File: config.mk
export PLATFORM = sky130hd
export DESIGN_NAME = aes_core
export DESIGN_NICKNAME = d
export VERILOG_FILES = /design/src/common/aes_pkg.sv /design/src/control/aes_control.sv /design/src/datapath/aes_column_mix.sv /design/src/datapath/aes_key_schedule.sv /design/src/datapath/aes_sbox_lane.sv /design/src/datapath/aes_state_store.sv /design/src/hdl/aes_core.sv
export SDC_FILE = /design/constraint.sdc
export NUM_CORES = 2
export LEC_CHECK = 0
export ABC_AREA = 1
export BUFFER_PORTS_ARGS = -buffer_cell sky130_fd_sc_hd__buf_2
export CORE_UTILIZATION = 34
export CTS_CLUSTER_DIAMETER = 200
export CTS_CLUSTER_SIZE = 14
export DETAILED_ROUTE_END_ITERATION = 6
export SETUP_SLACK_MARGIN = 0.1
export SLEW_MARGIN = 25
export SYNTH_ARGS = -nofsm -noshare
export SYNTH_HDL_FRONTEND = slang
export SYNTH_SLANG_ARGS = --single-unit
File: constraint.sdc
create_clock -name clk -period 9.15 [get_ports clk]
set_input_delay 1.3725 -clock clk [delete_from_list [all_inputs] [get_ports clk]]
set_output_delay 1.3725 -clock clk [all_outputs]
set_load 0.02 [all_outputs]
File: src/common/aes_pkg.sv
// ============================================================
// AES-128 column core shared definitions
// ============================================================
`default_nettype none

package aes_pkg;

	// ============================================================
	// Widths
	// ============================================================
	typedef logic [7:0]   byte_t;
	typedef logic [31:0]  word_t;
	// Column 0 in the top word, FIPS-197 byte order
	typedef logic [127:0] block_t;
	typedef logic [1:0]   col_idx_t;
	typedef logic [3:0]   round_t;

	// Round and column counts
	localparam round_t NUM_ROUNDS = 4'd10;
	localparam int     COLS       = 4;

	// First round constant, later ones by xtime
	localparam byte_t RCON_INIT = 8'h01;

	// Accept edge to out_valid, in clock edges
	localparam int LATENCY = 54;

	// ============================================================
	// Controller states
	// ============================================================
	typedef enum logic [3:0] {
		IDLE,
		INIT_COL0,
		INIT_COL1,
		INIT_COL2,
		INIT_COL3,
		KEY_STEP,
		ROUND_COL0,
		ROUND_COL1,
		ROUND_COL2,
		ROUND_COL3,
		DONE
	} aes_state_e;

	// Datapath controls from the sequencer
	typedef struct packed {
		logic     load;
		logic     shift_en;
		logic     key_step;
		logic     col_en;
		col_idx_t col_idx;
		// Round 0, plain key addition
		logic     initial_round;
		logic     final_round;
	} ctrl_t;

	// Multiply by x in GF(2^8)
	function automatic byte_t xtime(input byte_t b);
		xtime = {b[6:0], 1'b0} ^ (b[7] ? 8'h1b : 8'h00);
	endfunction

endpackage

`default_nettype wire

File: src/control/aes_control.sv
// ============================================================
// AES-128 sequencing controller
// ============================================================
`default_nettype none

module aes_control (
	input  wire logic    clk,
	input  wire logic    rst_n,
	input  wire logic    in_valid,
	input  wire logic    out_ready,
	output logic         in_ready,
	output logic         out_valid,
	output aes_pkg::ctrl_t ctrl
);

	aes_pkg::aes_state_e state;
	aes_pkg::aes_state_e next_state;
	aes_pkg::round_t     round;

	// ============================================================
	// State register and next state
	// ============================================================
	always_ff @(posedge clk or negedge rst_n)
	begin
		if (!rst_n)
			state <= aes_pkg::IDLE;
		else
			state <= next_state;
	end

	always_comb
	begin
		next_state = state;
		case (state)
			// Wait for a block
			aes_pkg::IDLE:
				if (in_valid)
					next_state = aes_pkg::INIT_COL0;
			// Round 0, key addition column by column
			aes_pkg::INIT_COL0:  next_state = aes_pkg::INIT_COL1;
			aes_pkg::INIT_COL1:  next_state = aes_pkg::INIT_COL2;
			aes_pkg::INIT_COL2:  next_state = aes_pkg::INIT_COL3;
			aes_pkg::INIT_COL3:  next_state = aes_pkg::KEY_STEP;
			// ShiftRows plus g-function word
			aes_pkg::KEY_STEP:   next_state = aes_pkg::ROUND_COL0;
			aes_pkg::ROUND_COL0: next_state = aes_pkg::ROUND_COL1;
			aes_pkg::ROUND_COL1: next_state = aes_pkg::ROUND_COL2;
			aes_pkg::ROUND_COL2: next_state = aes_pkg::ROUND_COL3;
			aes_pkg::ROUND_COL3:
				if (round == aes_pkg::NUM_ROUNDS)
					next_state = aes_pkg::DONE;
				else
					next_state = aes_pkg::KEY_STEP;
			// Hold result until taken
			aes_pkg::DONE:
				if (out_ready)
					next_state = aes_pkg::IDLE;
			default:             next_state = aes_pkg::IDLE;
		endcase
	end

	// Round counter, one step per KEY_STEP
	always_ff @(posedge clk or negedge rst_n)
	begin
		if (!rst_n)
			round <= '0;
		else if (ctrl.load)
			round <= '0;
		else if (ctrl.key_step)
			round <= round + 1'b1;
	end

	// ============================================================
	// Handshake flags and control decode
	// ============================================================
	assign in_ready  = (state == aes_pkg::IDLE);
	assign out_valid = (state == aes_pkg::DONE);

	always_comb
	begin
		ctrl = '0;
		ctrl.load        = in_ready && in_valid;
		ctrl.final_round = (round == aes_pkg::NUM_ROUNDS);
		case (state)
			aes_pkg::INIT_COL0, aes_pkg::INIT_COL1,
			aes_pkg::INIT_COL2, aes_pkg::INIT_COL3:
			begin
				ctrl.col_en        = 1'b1;
				ctrl.initial_round = 1'b1;
			end
			aes_pkg::KEY_STEP:
			begin
				ctrl.shift_en = 1'b1;
				ctrl.key_step = 1'b1;
			end
			aes_pkg::ROUND_COL0, aes_pkg::ROUND_COL1,
			aes_pkg::ROUND_COL2, aes_pkg::ROUND_COL3:
				ctrl.col_en = 1'b1;
			default:
				ctrl.col_en = 1'b0;
		endcase
		// Column number from the state
		case (state)
			aes_pkg::INIT_COL1, aes_pkg::ROUND_COL1: ctrl.col_idx = 2'd1;
			aes_pkg::INIT_COL2, aes_pkg::ROUND_COL2: ctrl.col_idx = 2'd2;
			aes_pkg::INIT_COL3, aes_pkg::ROUND_COL3: ctrl.col_idx = 2'd3;
			default:                                 ctrl.col_idx = 2'd0;
		endcase
	end

	// Never offering and accepting at once
	assert property (@(posedge clk) disable iff (!rst_n) !(out_valid && in_ready));

	// Result held under back-pressure
	assert property (@(posedge clk) disable iff (!rst_n)
		(out_valid && !out_ready) |=> out_valid);

endmodule

`default_nettype wire

File: src/datapath/aes_column_mix.sv
// ============================================================
// MixColumns and round key addition
// ============================================================
`default_nettype none

module aes_column_mix (
	input  wire aes_pkg::ctrl_t ctrl,
	input  wire aes_pkg::word_t sub_col,
	input  wire aes_pkg::word_t raw_col,
	input  wire aes_pkg::word_t round_key_word,
	output aes_pkg::word_t      new_col
);

	aes_pkg::word_t sel_col;
	aes_pkg::word_t mix_col;

	// Fixed matrix 02 03 01 01, row 0 is the top byte
	function automatic aes_pkg::word_t mix_column(input aes_pkg::word_t c);
		aes_pkg::byte_t a0;
		aes_pkg::byte_t a1;
		aes_pkg::byte_t a2;
		aes_pkg::byte_t a3;
		a0 = c[31:24];
		a1 = c[23:16];
		a2 = c[15:8];
		a3 = c[7:0];
		mix_column[31:24] = aes_pkg::xtime(a0) ^ aes_pkg::xtime(a1) ^ a1 ^ a2 ^ a3;
		mix_column[23:16] = a0 ^ aes_pkg::xtime(a1) ^ aes_pkg::xtime(a2) ^ a2 ^ a3;
		mix_column[15:8]  = a0 ^ a1 ^ aes_pkg::xtime(a2) ^ aes_pkg::xtime(a3) ^ a3;
		mix_column[7:0]   = aes_pkg::xtime(a0) ^ a0 ^ a1 ^ a2 ^ aes_pkg::xtime(a3);
	endfunction

	// Round 0 takes the plain column
	assign sel_col = ctrl.initial_round ? raw_col : sub_col;

	// ============================================================
	// Mixing, skipped in rounds 0 and 10
	// ============================================================
	always_comb
	begin
		if (ctrl.initial_round || ctrl.final_round)
			mix_col = sel_col;
		else
			mix_col = mix_column(sel_col);
	end

	// AddRoundKey for this column
	assign new_col = mix_col ^ round_key_word;

endmodule

`default_nettype wire

File: src/datapath/aes_key_schedule.sv
// ============================================================
// On-the-fly AES-128 key expansion
// ============================================================
`default_nettype none

module aes_key_schedule (
	input  wire logic            clk,
	input  wire logic            rst_n,
	input  wire aes_pkg::ctrl_t  ctrl,
	input  wire aes_pkg::block_t in_key,
	input  wire aes_pkg::word_t  sub_word,
	output aes_pkg::word_t       key_word,
	output aes_pkg::word_t       key_rot_word
);

	// Current round key, word 0 first
	aes_pkg::word_t w [aes_pkg::COLS];
	aes_pkg::byte_t rcon;

	// Chained word for round columns 1 to 3
	assign key_word = (ctrl.initial_round || ctrl.col_idx == 2'd0) ? w[ctrl.col_idx]
		: w[ctrl.col_idx] ^ w[ctrl.col_idx - 2'd1];

	// RotWord of word 3 for the g-function
	assign key_rot_word = {w[3][23:0], w[3][31:24]};

	// ============================================================
	// Key word updates
	// ============================================================
	always_ff @(posedge clk)
	begin
		if (ctrl.load)
		begin
			for (int i = 0; i < aes_pkg::COLS; i++)
				w[i] <= in_key[127 - 32 * i -: 32];
		end
		else if (ctrl.key_step)
			w[0] <= w[0] ^ sub_word ^ {rcon, 24'h000000};
		else if (ctrl.col_en && !ctrl.initial_round && ctrl.col_idx != 2'd0)
			w[ctrl.col_idx] <= key_word;
	end

	// Round constant, doubled after each use
	always_ff @(posedge clk or negedge rst_n)
	begin
		if (!rst_n)
			rcon <= aes_pkg::RCON_INIT;
		else if (ctrl.load)
			rcon <= aes_pkg::RCON_INIT;
		else if (ctrl.key_step)
			rcon <= aes_pkg::xtime(rcon);
	end

endmodule

`default_nettype wire

File: src/datapath/aes_sbox_lane.sv
// ============================================================
// Forward S-box byte lane
// ============================================================
`default_nettype none

module aes_sbox_lane (
	input  wire aes_pkg::byte_t sub_in,
	output aes_pkg::byte_t      sub_out
);

	// FIPS-197 forward table, entry 0 first, one row per high nibble
	localparam logic [0:255][7:0] SBOX = {
		128'h637c777bf26b6fc53001672bfed7ab76,
		128'hca82c97dfa5947f0add4a2af9ca472c0,
		128'hb7fd9326363ff7cc34a5e5f171d83115,
		128'h04c723c31896059a071280e2eb27b275,
		128'h09832c1a1b6e5aa0523bd6b329e32f84,
		128'h53d100ed20fcb15b6acbbe394a4c58cf,
		128'hd0efaafb434d338545f9027f503c9fa8,
		128'h51a3408f929d38f5bcb6da2110fff3d2,
		128'hcd0c13ec5f974417c4a77e3d645d1973,
		128'h60814fdc222a908846eeb814de5e0bdb,
		128'he0323a0a4906245cc2d3ac629195e479,
		128'he7c8376d8dd54ea96c56f4ea657aae08,
		128'hba78252e1ca6b4c6e8dd741f4bbd8b8a,
		128'h703eb5664803f60e613557b986c11d9e,
		128'he1f8981169d98e949b1e87e9ce5528df,
		128'h8ca1890dbfe6426841992d0fb054bb16
	};

	// Pure lookup, no clock
	assign sub_out = SBOX[sub_in];

endmodule

`default_nettype wire

File: src/datapath/aes_state_store.sv
// ============================================================
// AES state register and S-box operand select
// ============================================================
`default_nettype none

module aes_state_store (
	input  wire logic            clk,
	input  wire logic            rst_n,
	input  wire aes_pkg::ctrl_t  ctrl,
	input  wire aes_pkg::block_t in_block,
	input  wire aes_pkg::word_t  key_rot_word,
	input  wire aes_pkg::word_t  new_col,
	output aes_pkg::word_t       sbox_in,
	output aes_pkg::word_t       raw_col,
	output aes_pkg::block_t      out_block
);

	aes_pkg::block_t st;

	// Row r rotates left by r columns
	function automatic aes_pkg::block_t shift_rows(input aes_pkg::block_t b);
		aes_pkg::block_t r;
		for (int c = 0; c < aes_pkg::COLS; c++)
		begin
			for (int row = 0; row < 4; row++)
				r[127 - 8 * (4 * c + row) -: 8] =
					b[127 - 8 * (4 * ((c + row) % aes_pkg::COLS) + row) -: 8];
		end
		return r;
	endfunction

	// ============================================================
	// State update
	// ============================================================
	always_ff @(posedge clk)
	begin
		if (ctrl.load)
			st <= in_block;
		else if (ctrl.shift_en)
			st <= shift_rows(st);
		else if (ctrl.col_en)
			st[127 - 32 * int'(ctrl.col_idx) -: 32] <= new_col;
	end

	// Selected column, unsubstituted
	assign raw_col = st[127 - 32 * int'(ctrl.col_idx) -: 32];

	// Lanes serve the g-function on key steps
	assign sbox_in = ctrl.key_step ? key_rot_word : raw_col;

	assign out_block = st;

	// State only moves on an enable
	assert property (@(posedge clk) disable iff (!rst_n)
		!(ctrl.load || ctrl.shift_en || ctrl.col_en) |=> $stable(out_block));

endmodule

`default_nettype wire

File: src/hdl/aes_core.sv
// ============================================================
// AES-128 column-serial encryption core
// ============================================================
`default_nettype none

module aes_core (
	input  wire logic            clk,
	input  wire logic            rst_n,
	// Input block and key
	input  wire logic            in_valid,
	output logic                 in_ready,
	input  wire aes_pkg::block_t in_block,
	input  wire aes_pkg::block_t in_key,
	// Ciphertext
	output logic                 out_valid,
	input  wire logic            out_ready,
	output aes_pkg::block_t      out_block
);

	aes_pkg::ctrl_t ctrl;
	aes_pkg::word_t sbox_in;
	aes_pkg::word_t sbox_out;
	aes_pkg::word_t raw_col;
	aes_pkg::word_t new_col;
	aes_pkg::word_t key_word;
	aes_pkg::word_t key_rot_word;

	// ============================================================
	// Sequencer
	// ============================================================
	aes_control u_control (
		.clk       (clk),
		.rst_n     (rst_n),
		.in_valid  (in_valid),
		.out_ready (out_ready),
		.in_ready  (in_ready),
		.out_valid (out_valid),
		.ctrl      (ctrl)
	);

	// ============================================================
	// Datapath
	// ============================================================
	aes_state_store u_state (
		.clk          (clk),
		.rst_n        (rst_n),
		.ctrl         (ctrl),
		.in_block     (in_block),
		.key_rot_word (key_rot_word),
		.new_col      (new_col),
		.sbox_in      (sbox_in),
		.raw_col      (raw_col),
		.out_block    (out_block)
	);

	// Shared S-box, one lane per byte
	for (genvar i = 0; i < aes_pkg::COLS; i++)
	begin : g_lane
		aes_sbox_lane u_lane (
			.sub_in  (sbox_in[8 * i +: 8]),
			.sub_out (sbox_out[8 * i +: 8])
		);
	end

	aes_column_mix u_mix (
		.ctrl           (ctrl),
		.sub_col        (sbox_out),
		.raw_col        (raw_col),
		.round_key_word (key_word),
		.new_col        (new_col)
	);

	// Key words march with the columns
	aes_key_schedule u_key (
		.clk          (clk),
		.rst_n        (rst_n),
		.ctrl         (ctrl),
		.in_key       (in_key),
		.sub_word     (sbox_out),
		.key_word     (key_word),
		.key_rot_word (key_rot_word)
	);

endmodule

`default_nettype wire

==> metrics.yaml <==
run_status:
  status: "finished with violations"
  violations: "DRC"
clocking:
  cts_hold_buf: 0
  root_buffer: "clkbuf_16"
  cts.sink_count: 272
  worstSkewPairLatency_ns: 0.56
  cts_max_path_buffers: 3
  cts_setup_buffers: 0
  cts_tree: "built"
  clk_pin_slew_ns: 0.07
  cts_resized: 0
  h-tree-depth: 1
  cts_made_buffers: 23
synth:
  synth_top_flop_cell: "edfxtp_1"
  ys_ff_latch: 272
  synth.area.top_cells: "edfxtp_1 (24%), nand2_1 (23%), nand3_1 (18%), inv_1 (3.1%), nor2_1 (2.8%)"
  synth-edff-count: 256
  yosysSeqAreaShare: 0.248
  syn_nets: 5693
  synthArstFlopShare: 0.0588
  synth_area_mm2: 0.0327
  yosysTopAreaCell: "edfxtp_1"
  synth_top_area_share: 0.235
  netlist_instances: 5382
  avgSynthCellArea_um2: 6.07
  synthDistinctLibCells: 62
  ys_warn_count: 0
drt:
  antenna_left: 0
  viasPerCell: 6.20
  wirelength_mm: 190
  drtIter0Drc: 7418
  drc: 1
  via_count: 42300
  wl_per_cell_um: 27.9
  first_pass_iters: 7
layout:
  multiInputGateArea_mm2: 0.0217
  seq_area_mm2: 0.00809
  synthToLayoutAreaGrowth_pct: 9.46
  final_nets: 5846
  nFillCells: 10600
  drive_gt1_frac: 0.135
timing:
  period_share: 0.733
  fin_skew_ns: 0.0244
  maxClockFrequency_ghz: 0.149
  finalWorstSetupSlack_ns: 2.44
  slew_headroom: 0.235
  rsz0062_at_grt: "false"
  finalHoldViolCount: 0
  fin_tns_setup_ns: 0
  tightest_slew_ns: 1.14
  finalSetupViolations: 0
  min_period_ns: 6.71
  maxSlewViolCount: 0
placed_design:
  hpwlAfterDp_mm: 143
  port_buffers: 389
  pre_cts_ws_ns: 2.78
  routabilityCongestion: 1.07
flow_run:
  drv_cap: 0
worst_setup_path:
  worstPathRequired_ns: 9.46
  worstPathArrival_ns: 7.02
  r2r_start: "u_control.state[3]$_DFFE_PN0P_"
  worst_setup_path_end_kind: "flop"
  crit_path_start: "u_control.state[3]$_DFFE_PN0P_"
  worstSetupPathType: "flop to flop"
  startpoint_type: "flop"
  worstPathMaxFanout: 58
floorplanning:
  dieArea_mm2: 0.0974
  start_util: 0.343
  coreArea_mm2: 0.0952
  io_pins: 390
  die_w_um: 312
  die_h_um: 312
  rows: 113
grt:
  grt_max_degree: 86
  groute.usage.overall: 0.372
  grt_antenna_before_repair: 16
  overflow: 0
  grt_pass1_vias: 38300
  grt_pass1_wl_mm: 270
worst_hold_path:
  hold_path.class: "flop to flop"
  min_from: "u_key.rcon[0]$_DFFE_PN1N_"
-- area by class of cell --
cell class	count	share of cell area
timing repair buffer	457	0.0690
multi-input combinational	4447	0.606
antenna	11	0.000769
inverter	334	0.0352
clock buffer	40	0.0182
sequential	272	0.226
clock inverter	1	0.000245
tap	1265	0.0442
-- flip-flops by register name (all words and copies together), names as in the netlist --
signal             cells
u_control.round        4
u_control.state        4
u_key.rcon             8
u_key.w              128
u_state.out_block    128
-- cell usage after synthesis (46+ instances only) --
library cell / n
o22ai_1: 72
a21oi_1: 83
buf_2: 108
ha_1: 51
buf_4: 46
clkbuf_1: 119
a22oi_1: 108
o21ai_1: 52
nand2_1: 2044
inv_2: 58
nand3_1: 1188
o211ai_1: 101
nand2_2: 74
edfxtp_1: 256
o21ai_0: 128
inv_1: 267
nor2_1: 240
-- per-layer routing --
metal | track usage | routed length (µm) | vias to the layer above
met1 | 0.499 | 73200 | 19700
li1 | - | - | 18500
met4 | 0.223 | 13700 | 8
met2 | 0.558 | 80500 | 3433
met5 | 0 | 53 | -
met3 | 0.0651 | 22800 | 636
-- worst paths after layout --
path | depth (start not counted) | endpoint | slack (ns)
setup / recovery | 26 | u_state.out_block[65]$_DFFE_PP_ | 2.44
hold / removal | 2 | u_key.rcon[0]$_DFFE_PN1N_ | 0.54
setup reg to reg | 26 | u_state.out_block[65]$_DFFE_PP_ | 2.44
hold reg to reg | 2 | u_key.rcon[0]$_DFFE_PN1N_ | 0.54
max in group asynchronous | 1 | u_key.rcon[0]$_DFFE_PN1N_ | 8.07
min in group asynchronous | 1 | u_control.state[3]$_DFFE_PN0P_ | 0.74
-- cell usage in the layout, fill, tap and decap left out, drive strengths merged, types with 8 or more instances in the layout --
master,netlist,routed
xnor2,28,28
o21a,9,9
ha,51,51
o21ai,203,203
buf,210,457
o31ai,28,28
o211ai,103,103
nand2,2130,2130
diode,0,11
nand3b,8,8
edfxtp,256,256
a22oi,108,108
o22ai,72,72
nor2,261,261
clkbuf,119,40
clkinv,8,8
inv,326,327
or2,29,29
a21oi,84,84
dfrtp,15,15
xor2,43,43
nand4,36,36
nand3,1210,1210
-- cells by family after synthesis --
| group | after synthesis | share of synthesized area |
|---|---|---|
| simple gates | 3681 | 0.492 |
| compound gates | 644 | 0.129 |
| buf+inv | 663 | 0.0930 |
| fa+ha+maj | 51 | 0.0195 |
| xor+xnor | 71 | 0.0195 |
| flops | 272 | 0.248 |
-- per-stage QoR --
step           hold slack [ns]  area (µm²)   util  std cells
2_1_floorplan            0.502       32700      -       5382
3_3_place_gp             0.521       35100  0.369       6775
4_1_cts                  0.540       35700  0.376       6816
6_report                 0.545       35800  0.376       6827
3_5_place_dp             0.529       35100  0.369       6775
5_1_grt                  0.546       35800  0.376       6825
-- worst max-delay path, cell delays in order (launching register included) --
cell,delay [ns]
dfrtp_1,0.44
inv_2,0.12
nand2_2,0.13
nor2_8,0.56
inv_4,0.47
buf_12,0.38
o21ai_2,0.67
ha_1,0.30
inv_1,0.12
nand2_1,0.46
nand2_1,0.19
o21ai_2,0.31
nand2_1,0.14
nand2_1,0.08
nand2_1,0.04
nand3_1,0.13
nand3_1,0.12
nand2_1,0.26
nand2_1,0.10
nand2_2,0.28
nand2_1,0.09
nand2_1,0.11
nand3_1,0.09
nand3_1,0.15
nand3_1,0.36
nand3_1,0.23
nand2_1,0.08
Power is not shown: default switching activity piles up to over one toggle a cycle in this logic, so the estimate is an artifact.
